`src/hdl/uop_config.svh`:
```
// ====================
// sizes and field positions of the micro-op word
// include in any file that slices a micro-op or sizes the queue
// ====================
`ifndef UOP_CONFIG_SVH
`define UOP_CONFIG_SVH

// micro-op word
`define UOP_WIDTH 16

// opcode field
`define UOP_OPC_HI 15
`define UOP_OPC_LO 10

// first source, four bits wide
`define UOP_SRC1_HI 9
`define UOP_SRC1_LO 6

// destination register select
`define UOP_DST_HI 5
`define UOP_DST_LO 3

// second source register select
`define UOP_SRC2_HI 2
`define UOP_SRC2_LO 0

// entries in the input queue, must be a power of two
`define UOP_QUEUE_DEPTH 4

`endif

```
`src/hdl/uop_pkg.sv`:
```
// ====================
// micro-op encoding, opcodes and register selects
// referenced by scoped name from the decoder and its bundle
// ====================
`default_nettype none

`include "uop_config.svh"

package uop_pkg;

	// ====================
	// opcodes, one code per micro-op
	// codes not listed here are undefined
	typedef enum logic [`UOP_OPC_HI-`UOP_OPC_LO:0]
	{
		// alu group
		LDIB = 6'h00, ADDW = 6'h01, ADDB = 6'h02, ADCB = 6'h03,
		SBCB = 6'h04, CMPB = 6'h05, ANDB = 6'h06, BITB = 6'h07,
		ORB  = 6'h08, EORB = 6'h09, ASLB = 6'h0A, LSRB = 6'h0B,
		RORB = 6'h0C, ROLB = 6'h0D, MOV  = 6'h0E,
		// status flag group
		SEC  = 6'h10, CLC  = 6'h11, SEI  = 6'h12, CLI  = 6'h13,
		CLV  = 6'h14,
		// memory group, W suffix forms wrap within the page
		LDB  = 6'h18, LDW  = 6'h19, STB  = 6'h1A, STW  = 6'h1B,
		LDBW = 6'h1C, LDWW = 6'h1D, STBW = 6'h1E, STWW = 6'h1F,
		// flow control group
		BEQ  = 6'h20, BNE  = 6'h21, BCS  = 6'h22, BCC  = 6'h23,
		BVS  = 6'h24, BVC  = 6'h25, BMI  = 6'h26, BPL  = 6'h27,
		JSI  = 6'h28, JMP  = 6'h29
	} opcode;

	// ====================
	// register names for the dst and src2 fields
	typedef enum logic [`UOP_DST_HI-`UOP_DST_LO:0]
	{
		RA  = 3'd0,
		RX  = 3'd1,
		RY  = 3'd2,
		RSP = 3'd3,
		RT0 = 3'd4,
		RT1 = 3'd5,
		RT2 = 3'd6,
		// status register
		SR  = 3'd7
	} regSel;

endpackage

`default_nettype wire

```
`src/hdl/decode_pkg.sv`:
```
// ====================
// decoded micro-op as handed to dispatch
// the bundle struct travels on the decoded stream interface
// ====================
`default_nettype none

`include "uop_config.svh"

package decode_pkg;

	// memory access size
	typedef enum logic [2:0]
	{
		BYTE = 3'd0,
		WYDE = 3'd1
	} memSize;

	// decoded bundle, 32 bits
	typedef struct packed
	{
		// unit class
		logic isAlu;
		logic isMem;
		logic isFcu;
		// per-op flags
		logic isCmp;
		logic isLoad;
		logic isStore;
		logic isSei;
		logic isJmp;
		// conditional branch, predictable
		logic isBranch;
		logic rfw;
		logic needSr;
		logic wrap;
		// from the front end, untouched
		logic predictTaken;
		memSize size;
		logic [`UOP_SRC1_HI-`UOP_SRC1_LO:0] src1;
		uop_pkg::regSel dst;
		uop_pkg::regSel src2;
		uop_pkg::opcode opc;
	} decodedUop;

endpackage

`default_nettype wire

```
`src/hdl/stage_if.sv`:
```
// ====================
// valid/ready links between the decode blocks
// one carries raw micro-ops, the other decoded bundles
// transfer when valid and ready are both high
// ====================
`timescale 1ns/1ps
`default_nettype none

`include "uop_config.svh"

// ====================
// raw micro-op stream
interface uopStream_if;

	logic valid;
	logic ready;
	logic [`UOP_WIDTH-1:0] instr;
	logic predictTaken;

	// producer side, valid and payload held until taken
	modport source (output valid, output instr, output predictTaken, input ready);

	// consumer side
	modport sink (input valid, input instr, input predictTaken, output ready);

endinterface

// ====================
// decoded bundle stream
interface decodedStream_if;

	logic valid;
	logic ready;
	decode_pkg::decodedUop bundle;

	modport source (output valid, output bundle, input ready);

	modport sink (input valid, input bundle, output ready);

endinterface

`default_nettype wire

```
`src/hdl/decodeStage.sv`:
```
// ====================
// decode output register
// takes the decoder bundle on a queue transfer and holds it
// until dispatch accepts it
// ====================
`timescale 1ns/1ps
`default_nettype none

module decodeStage
(
	input  logic clk,
	input  logic reset,
	uopStream_if.sink up,
	input  decode_pkg::decodedUop decoded,
	decodedStream_if.source down
);

	logic validReg;
	decode_pkg::decodedUop bundleReg;

	// empty or draining this cycle
	assign up.ready = !validReg || down.ready;

	assign down.valid = validReg;
	assign down.bundle = bundleReg;

	always_ff @(posedge clk)
	begin
		if (reset)
			validReg <= 1'b0;
		else if (up.ready)
			validReg <= up.valid;
	end

	// payload only moves on a transfer, held under back-pressure
	always_ff @(posedge clk)
	begin
		if (up.valid && up.ready)
			bundleReg <= decoded;
	end

endmodule

`default_nettype wire

```
`src/hdl/decodeTop.sv`:
```
// ====================
// decode stage top level
// queue, classifier and output register behind plain ports
// ====================
`timescale 1ns/1ps
`default_nettype none

`include "uop_config.svh"

module decodeTop
(
	input  logic clk,
	input  logic reset,
	// from the front end
	input  logic inValid,
	output logic inReady,
	input  logic [`UOP_WIDTH-1:0] inInstr,
	input  logic inPredictTaken,
	// to dispatch
	output logic outValid,
	input  logic outReady,
	output decode_pkg::decodedUop outUop
);

	uopStream_if headIf();
	decodedStream_if outIf();

	decode_pkg::decodedUop decodedBundle;

	uopQueue queue
	(
		.clk(clk),
		.reset(reset),
		.inValid(inValid),
		.inReady(inReady),
		.inInstr(inInstr),
		.inPredictTaken(inPredictTaken),
		.head(headIf.source)
	);

	// classifies whatever sits at the queue head
	idecoder decoder
	(
		.instr(headIf.instr),
		.predictTaken(headIf.predictTaken),
		.uop(decodedBundle)
	);

	decodeStage stage
	(
		.clk(clk),
		.reset(reset),
		.up(headIf.sink),
		.decoded(decodedBundle),
		.down(outIf.source)
	);

	// output stream onto plain ports
	assign outValid = outIf.valid;
	assign outIf.ready = outReady;
	assign outUop = outIf.bundle;

endmodule

`default_nettype wire

```
`src/hdl/idecoder.sv`:
```
// ====================
// micro-op classifier, purely combinational
// sorts one micro-op into unit class and flags for dispatch
// ====================
`timescale 1ns/1ps
`default_nettype none

`include "uop_config.svh"

module idecoder
(
	input  logic [`UOP_WIDTH-1:0] instr,
	input  logic predictTaken,
	output decode_pkg::decodedUop uop
);

	uop_pkg::opcode opc;
	uop_pkg::regSel dst;

	// only the opcode field selects the class, jump included
	assign opc = uop_pkg::opcode'(instr[`UOP_OPC_HI:`UOP_OPC_LO]);
	assign dst = uop_pkg::regSel'(instr[`UOP_DST_HI:`UOP_DST_LO]);

	always_comb
	begin
		// undefined codes fall through with every flag clear
		uop = '0;
		uop.size = decode_pkg::BYTE;
		// ====================
		// copied fields
		uop.opc = opc;
		uop.src1 = instr[`UOP_SRC1_HI:`UOP_SRC1_LO];
		uop.dst = dst;
		uop.src2 = uop_pkg::regSel'(instr[`UOP_SRC2_HI:`UOP_SRC2_LO]);
		uop.predictTaken = predictTaken;
		// ====================
		// classification
		case (opc)
		// no register result
		uop_pkg::LDIB, uop_pkg::BITB, uop_pkg::SEC, uop_pkg::CLC,
		uop_pkg::CLI, uop_pkg::CLV:
			uop.isAlu = 1'b1;
		uop_pkg::CMPB:
		begin
			uop.isAlu = 1'b1;
			uop.isCmp = 1'b1;
		end
		uop_pkg::SEI:
		begin
			uop.isAlu = 1'b1;
			uop.isSei = 1'b1;
		end
		uop_pkg::ADDW, uop_pkg::ADDB, uop_pkg::ANDB, uop_pkg::ORB,
		uop_pkg::EORB, uop_pkg::ASLB, uop_pkg::LSRB, uop_pkg::MOV:
		begin
			uop.isAlu = 1'b1;
			uop.rfw = 1'b1;
		end
		// carry in, so status register is a source
		uop_pkg::ADCB, uop_pkg::SBCB, uop_pkg::RORB, uop_pkg::ROLB:
		begin
			uop.isAlu = 1'b1;
			uop.rfw = 1'b1;
			uop.needSr = 1'b1;
		end
		uop_pkg::LDB, uop_pkg::LDW, uop_pkg::LDBW, uop_pkg::LDWW:
		begin
			uop.isMem = 1'b1;
			uop.isLoad = 1'b1;
			uop.rfw = 1'b1;
		end
		uop_pkg::STB, uop_pkg::STW, uop_pkg::STBW, uop_pkg::STWW:
		begin
			uop.isMem = 1'b1;
			uop.isStore = 1'b1;
		end
		// conditional branches read the flags
		uop_pkg::BEQ, uop_pkg::BNE, uop_pkg::BCS, uop_pkg::BCC,
		uop_pkg::BVS, uop_pkg::BVC, uop_pkg::BMI, uop_pkg::BPL:
		begin
			uop.isFcu = 1'b1;
			uop.isBranch = 1'b1;
			uop.needSr = 1'b1;
		end
		uop_pkg::JSI:
			uop.isFcu = 1'b1;
		uop_pkg::JMP:
		begin
			uop.isFcu = 1'b1;
			uop.isJmp = 1'b1;
		end
		default:
			uop.isAlu = 1'b0;
		endcase
		// ====================
		// memory forms, size and page wrap
		case (opc)
		uop_pkg::LDW, uop_pkg::STW:
			uop.size = decode_pkg::WYDE;
		uop_pkg::LDWW, uop_pkg::STWW:
		begin
			uop.size = decode_pkg::WYDE;
			uop.wrap = 1'b1;
		end
		uop_pkg::LDBW:
			uop.wrap = 1'b1;
		// byte store of SR needs the live status value
		uop_pkg::STB:
			uop.needSr = (dst == uop_pkg::SR);
		uop_pkg::STBW:
		begin
			uop.wrap = 1'b1;
			uop.needSr = (dst == uop_pkg::SR);
		end
		default:
			uop.wrap = 1'b0;
		endcase
	end

endmodule

`default_nettype wire

```
`src/hdl/uopQueue.sv`:
```
// ====================
// input queue for micro-ops from the front end
// circular buffer, head presented on a valid/ready stream
// ====================
`timescale 1ns/1ps
`default_nettype none

`include "uop_config.svh"

module uopQueue
(
	input  logic clk,
	input  logic reset,
	input  logic inValid,
	output logic inReady,
	input  logic [`UOP_WIDTH-1:0] inInstr,
	input  logic inPredictTaken,
	uopStream_if.source head
);

	localparam int addrBits = $clog2(`UOP_QUEUE_DEPTH);

	// payload storage, word and prediction bit per entry
	logic [`UOP_WIDTH-1:0] instrMem [`UOP_QUEUE_DEPTH];
	logic predMem [`UOP_QUEUE_DEPTH];

	logic [addrBits-1:0] wrPtr;
	logic [addrBits-1:0] rdPtr;
	// occupancy, one bit wider than the pointers
	logic [addrBits:0] count;
	logic push;
	logic pop;

	// full blocks the push even when a pop happens in the same cycle
	assign inReady = (count != (addrBits+1)'(`UOP_QUEUE_DEPTH));
	assign push = inValid && inReady;
	assign pop = head.valid && head.ready;

	// head of queue
	assign head.valid = (count != '0);
	assign head.instr = instrMem[rdPtr];
	assign head.predictTaken = predMem[rdPtr];

	always_ff @(posedge clk)
	begin
		if (push)
		begin
			instrMem[wrPtr] <= inInstr;
			predMem[wrPtr] <= inPredictTaken;
		end
	end

	// pointers wrap naturally, depth is a power of two
	always_ff @(posedge clk)
	begin
		if (reset)
		begin
			wrPtr <= '0;
			rdPtr <= '0;
			count <= '0;
		end
		else
		begin
			if (push)
				wrPtr <= wrPtr + 1'b1;
			if (pop)
				rdPtr <= rdPtr + 1'b1;
			case ({push, pop})
			2'b10:	count <= count + 1'b1;
			2'b01:	count <= count - 1'b1;
			default:	count <= count;
			endcase
		end
	end

endmodule

`default_nettype wire

```
`config.mk`:
```
export PLATFORM = sky130hd
export DESIGN_NAME = decodeTop
export DESIGN_NICKNAME = d
export VERILOG_FILES = /design/src/hdl/uop_pkg.sv /design/src/hdl/decode_pkg.sv /design/src/hdl/stage_if.sv /design/src/hdl/decodeStage.sv /design/src/hdl/decodeTop.sv /design/src/hdl/idecoder.sv /design/src/hdl/uopQueue.sv
export VERILOG_INCLUDE_DIRS = /design/src /design/src/hdl
export SDC_FILE = /design/constraint.sdc
export NUM_CORES = 1
export LEC_CHECK = 0
export ABC_AREA = 1
export BUFFER_PORTS_ARGS = -buffer_cell sky130_fd_sc_hd__buf_2
export CAP_MARGIN = 20
export CORE_MARGIN = 4
export CORE_UTILIZATION = 43
export DETAILED_ROUTE_END_ITERATION = 10
export GPL_TIMING_DRIVEN = 0
export PLACE_DENSITY = 0.7
export SLEW_MARGIN = 20
export SYNTH_ARGS = -nofsm -noshare
export SYNTH_HDL_FRONTEND = slang
export SYNTH_SLANG_ARGS = --single-unit
```
`constraint.sdc`:
```
create_clock -name clk -period 7.7 [get_ports clk]
set_input_delay 1.54 -clock clk [delete_from_list [all_inputs] [get_ports clk]]
set_output_delay 1.54 -clock clk [all_outputs]
set_load 0.01 [all_outputs]
```
---- Word level (Yosys, flattened, before mapping) ----
Memories as Yosys holds them, arrays and structs flattened. A register that Yosys moved wholly into a read port is not among the register bits.
Cells that the tools add are included.
word-level totals
  word-level logic and storage cells ...... 105
  input bits .............................. 21
  output and inout port bits .............. 34
  bits in writable memories ............... 68
  memories kept ........................... 2
  bits in registers ....................... 39
memory list
  memory          depth  width  read ports  clocked after Yosys merged registers in  write ports  line            source
  queue.instrMem  4      16     1           1                                        1            uopQueue.sv:24  logic [`UOP_WIDTH-1:0] instrMem [`UOP_QUEUE_DEPTH];
  queue.predMem   4      1      1           1                                        1            uopQueue.sv:25  logic predMem [`UOP_QUEUE_DEPTH];
cells by class
  add/sub/neg operators ................... 4
  reductions and logical operators ........ 18
  multiplexer cells ....................... 19
  equal/unequal tests ..................... 41
operator list
  operator                                                                number
  6-bit by 5-bit equality test with 1-bit output (second input constant)  13
  6-bit equality test (second input constant)                             10
  6-bit by 4-bit equality test with 1-bit output (second input constant)  7
  6-bit by 3-bit equality test with 1-bit output (second input constant)  4
  20-bit OR reduction                                                     1
  1-bit two-way mux                                                       16
  16-bit OR reduction                                                     1
  4-bit OR reduction                                                      4
  8-bit OR reduction                                                      2
  6-bit by 2-bit equality test with 1-bit output (second input constant)  2
  12-bit OR reduction                                                     1
  10-bit OR reduction                                                     1
  6-bit by 1-bit equality test with 1-bit output (second input constant)  1
  6-bit logical NOT                                                       1
  3-bit case mux with 2 select lines                                      1
  2-bit by 1-bit adder with 2-bit output (second input constant)          2
  2-bit two-way mux                                                       2
  3-bit by 1-bit adder with 3-bit output (second input constant)          1
  3-bit equality test (second input constant)                             1
  3-bit inequality test (second input constant)                           1
  3-bit nonzero test                                                      1
  3-bit by 1-bit subtractor with 3-bit output (second input constant)     1
  2-bit by 1-bit equality test with 1-bit output (second input constant)  1
  2-bit equality test (second input constant)                             1
  5 further kinds                                                         6

---- Logic depth before layout (Yosys ltp) ----
  depth in word-level cells ............... 5
  depth in mapped cells ................... 13

---- Hierarchy ----
Synthesis repeated with hierarchy kept, for this count alone.
second synthesis, totals
  cell total of the unflattened synthesis .. 373
  area total of the unflattened synthesis .. 4679.5 um^2
modules (own cells, without submodules)
  module       sequential area each (um^2)  area each (um^2)  cells an instance  instances
  uopQueue     2222.1                       3149.3            232                1
  decodeStage  980.9                        1008.5            38                 1
  idecoder     0.0                          521.8             103                1

---- Worst setup path after synthesis ----
Ideal clock, no wire load.
  path type ............................... input port to flip-flop
  start point ............................. input port outReady
  end point ............................... register queue.count[2]
  arrival time ............................ 4.555 ns
  setup time .............................. 0.070 ns
  stages .................................. 10
  slack ................................... 3.075 ns
  data required time ...................... 7.630 ns
  path buffers ............................ 0
  cell sequence ........................... nor2_1 -> a31oi_1 -> ha_1 -> inv_1 -> fa_1 -> nor2_1 -> nor2_1 -> nand2_1 -> o21ai_0 -> a21oi_1
between the ends
  word-level cells in the longest chain between the ends .. 4
  elaborated cells between the ends (all ways) .. 6
  classes of those cells .................. 2 x eq/ne; 1 x mux; 3 x reduce/logical
RTL lines
  what                                                                                          line               source
  start, declared                                                                               decodeTop.sv:21    input logic outReady,
  1-bit logical OR (*)                                                                          decodeStage.sv:22  assign up.ready = !validReg || down.ready;
  1-bit logical AND (*)                                                                         uopQueue.sv:37     assign pop = head.valid && head.ready;
  named net queue.pop                                                                           uopQueue.sv:32     logic pop;
  2-bit by 1-bit equality test with 1-bit output / 2-bit equality test (equally long branches)  uopQueue.sv:68     case ({push, pop})
  3-bit case mux with 2 select lines / 2-bit nonzero test (equally long branches)               n/a
  end signal, assigned                                                                          uopQueue.sv:69     2'b10: count <= count + 1'b1;
  end signal, assigned                                                                          uopQueue.sv:70     2'b01: count <= count - 1'b1;
  end signal, assigned                                                                          uopQueue.sv:71     default: count <= count;
  end, declared                                                                                 uopQueue.sv:30     logic [addrBits:0] count;
Mark *: on every way through the listed nets, which the timed path passes. The rest lies on a longest branch.
A chain may end at the register's enable or synchronous reset.

---- Worst setup path after layout ----
Ends and elaborated chain as after synthesis.

==> run_results.csv <==
group,metric,value,unit
power_and_ir_drop,p_leak,2.08,nW
final_layout,antennaDiodeCount,0,
clock_tree,htree_levels,3,
timing,finalCriticalPeriod,3.01,ns
timing,worst_pin_slew,0.584,ns
timing,tns,0,ns
yosys,ys_types,30,
yosys,synth.ff_latch_count,108,
detailed_routing,drtPass1Iterations,6,
timing,rsz0062_at_grt,"no",
final_layout,drive_gt1_share,25.5,%
die,die_area,12100,sq um
final_layout,area_delta_synth_final,16.6,%
detailed_routing,dr_total_vias,2747,
placed_design,gp_congestion,0.835,
status,status,"completed",
clock_tree,cts-hold-fix-buffers,0,
clock_tree,post_cts_buffers,0,
yosys,yosysSeqAreaShare,70.3,%
timing,hold_viol,0,
yosys,yosysWarnings,0,
clock_tree,cts_root_buf,"clkbuf_8",
placed_design,dpl.hpwl,5520,microns
worst_setup_path,worst_setup_path_start_kind,"input pin",
yosys,syn_area,4470,sq um
die,die_w,110,microns
timing,min_period_over_period,39.1,%
clock_tree,tritoncts,"built",
die,start_util,44.9,%
detailed_routing,drt_iter0_drc,90,
power_and_ir_drop,ir_worst_vdd,146,uV
global_routing,antenna_found_initial,0,
timing,skew,0.0150,ns
final_layout,layout_common_cells,"edfxtp_1 (98), nand2_1 (74), buf_2 (55)",
global_routing,grt_max_degree,24,
detailed_routing,ant_nets,0,
detailed_routing,vias_per_cell,4.74,
global_routing,grt_pass1_vias,2714,
global_routing,grt_util_all_layers,14.1,%
timing,slew_headroom,61.1,%
worst_setup_path,crit_fanout,14,
final_layout,layout_commonest_cell,"edfxtp_1",
clock_tree,cts.clk_slew.worst_paths,0.10,ns
clock_tree,clock_latency,0.36,ns
yosys,synthCells,373,
detailed_routing,routed_wl,7810,microns
placed_design,dpl_cell_area,5000,sq um
placed_design,port_buffers,52,
timing,setup_viol,0,
clock_tree,cts_buffers,9,
power_and_ir_drop,power_density,385,nW/um^2
die,ioPinCount,55,
flow_run,maxCapViolCount,0,
global_routing,overflow,0,
die,core-area,9950,sq um
worst_setup_path,end_kind,"flop",
clock_tree,clockBufferDepth,2,
clock_tree,cts_resized,0,
worst_setup_path,required,8.00,ns
hold_path,worstHoldPathType,"flop to flop",
final_layout,design_area,5220,sq um
worst_setup_path,worstSetupPathType,"input pin to flop",
die,rows,36,
die,die_h,110,microns
timing,whs,0.515,ns
global_routing,grt_pass1_wl,12900,microns
yosys,syn_avg_cell_area,12.0,sq um
clock_tree,cts.sinks,108,
timing,fmax,332,MHz
final_layout,nNetsFinal,469,
worst_setup_path,cp.arrival,3.31,ns
timing,slew_violations,0,
detailed_routing,route.detailed.drc,0,
detailed_routing,avgRoutedWirePerCell,13.5,microns
[sequential cells by signal, summed over array words and instances, names as in the netlist, named ones only]
| register | cells |
|---|---|
| queue.rdPtr | 2 |
| queue.wrPtr | 2 |
| queue.instrMem | 64 |
| queue.predMem | 4 |
| queue.count | 3 |
| stage.down.valid | 1 |
| stage.down.bundle | 30 |
[cells in the mapped netlist]
library cell | number | share of area, %
edfxtp_1 | 98 | 66
nand2_1 | 74 | 6.2
nor2_1 | 46 | 3.9
inv_1 | 28 | 2.3
o21ai_0 | 27 | 3.0
nand3_1 | 18 | 2.0
dfxtp_1 | 10 | 4.5
o22ai_1 | 10 | 1.4
a21oi_1 | 8 | 0.90
nand2_2 | 8 | 1.1
buf_6 | 5 | 1.3
ha_1 | 5 | 1.4
buf_4 | 4 | 0.67
inv_2 | 4 | 0.34
nand3_2 | 4 | 0.90
buf_2 | 3 | 0.34
nand2_4 | 3 | 0.76
nor3_1 | 3 | 0.34
o21ai_1 | 3 | 0.34
nor2_2 | 2 | 0.28
a31oi_1 | 1 | 0.14
buf_8 | 1 | 0.34
conb_1 | 1 | 0.084
fa_1 | 1 | 0.45
inv_6 | 1 | 0.20
nand3b_1 | 1 | 0.17
nand4_1 | 1 | 0.14
nor2_4 | 1 | 0.25
nor3_2 | 1 | 0.22
o22ai_2 | 1 | 0.28
[area by class of cell]
class	instances	area, sq um
multi-input cells	220	1110
plain buffers	13	116
clock inverters	5	82.6
well taps	133	166
fillers	847	4740
flip-flops and latches	108	3140
clock buffers	11	131
repair buffers	57	333
inverters	33	129
[metrics by stage]
step | utilization [%] | worst slack (ns) | instances | power (mW)
after floorplan | - | 3.07 | 374 | 1.41
after global placement | 49.3 | 2.17 | 559 | 1.62
after detailed placement | 50.2 | 4.29 | 564 | 1.66
after CTS | 52.4 | 4.70 | 580 | 2.03
after global routing | 52.4 | 4.54 | 580 | 2.16
final | 52.4 | 4.69 | 580 | 2.01
[layer usage]
layer	vias to the layer above	GRT usage, %	share of wire, %
li1	1411	-	-
met1	1255	17.4	44
met2	73	23.9	48
met3	8	4.14	6.5
met4	0	4.27	1.1
met5	-	0	0
[final timing paths]
path	start	cells past startpoint	slack, ns	to
hold / removal	queue.rdPtr[1]	2	0.52	queue.rdPtr[1]
setup reg to reg	queue.count[1]	10	5.51	queue.count[2]
setup / recovery	outReady	11	4.69	queue.count[2]
hold reg to reg	queue.rdPtr[1]	2	0.52	queue.rdPtr[1]
[critical path, cell delays in order]
cell and delay, ns:
buf_2 0.07, nor2_1 0.06, a31oi_4 0.49, ha_1 0.24
inv_1 0.07, fa_1 0.41, nor2_1 0.11, nor2_1 0.05
nand2_1 0.07, o21ai_0 0.07, a21oi_1 0.12
[logic make-up after synthesis]
kind of cell | Yosys count | synth area share, %
buffers and inverters | 46 | 5.48
other | 1 | 0.0838
and+or+nand+nor | 162 | 16.3
adders and majority gates | 6 | 1.85
DFF | 108 | 70.3
AOI/OAI and AO/OA | 50 | 6.07
[power breakdown]
group	internal, mW	total [mW]	switching [mW]
registers	0.833	0.871	0.0378
clock network	0.186	0.367	0.182
logic	0.270	0.770	0.500
total	1.29	2.01	0.719
No activity file was read; power rests on OpenSTA's default activity.
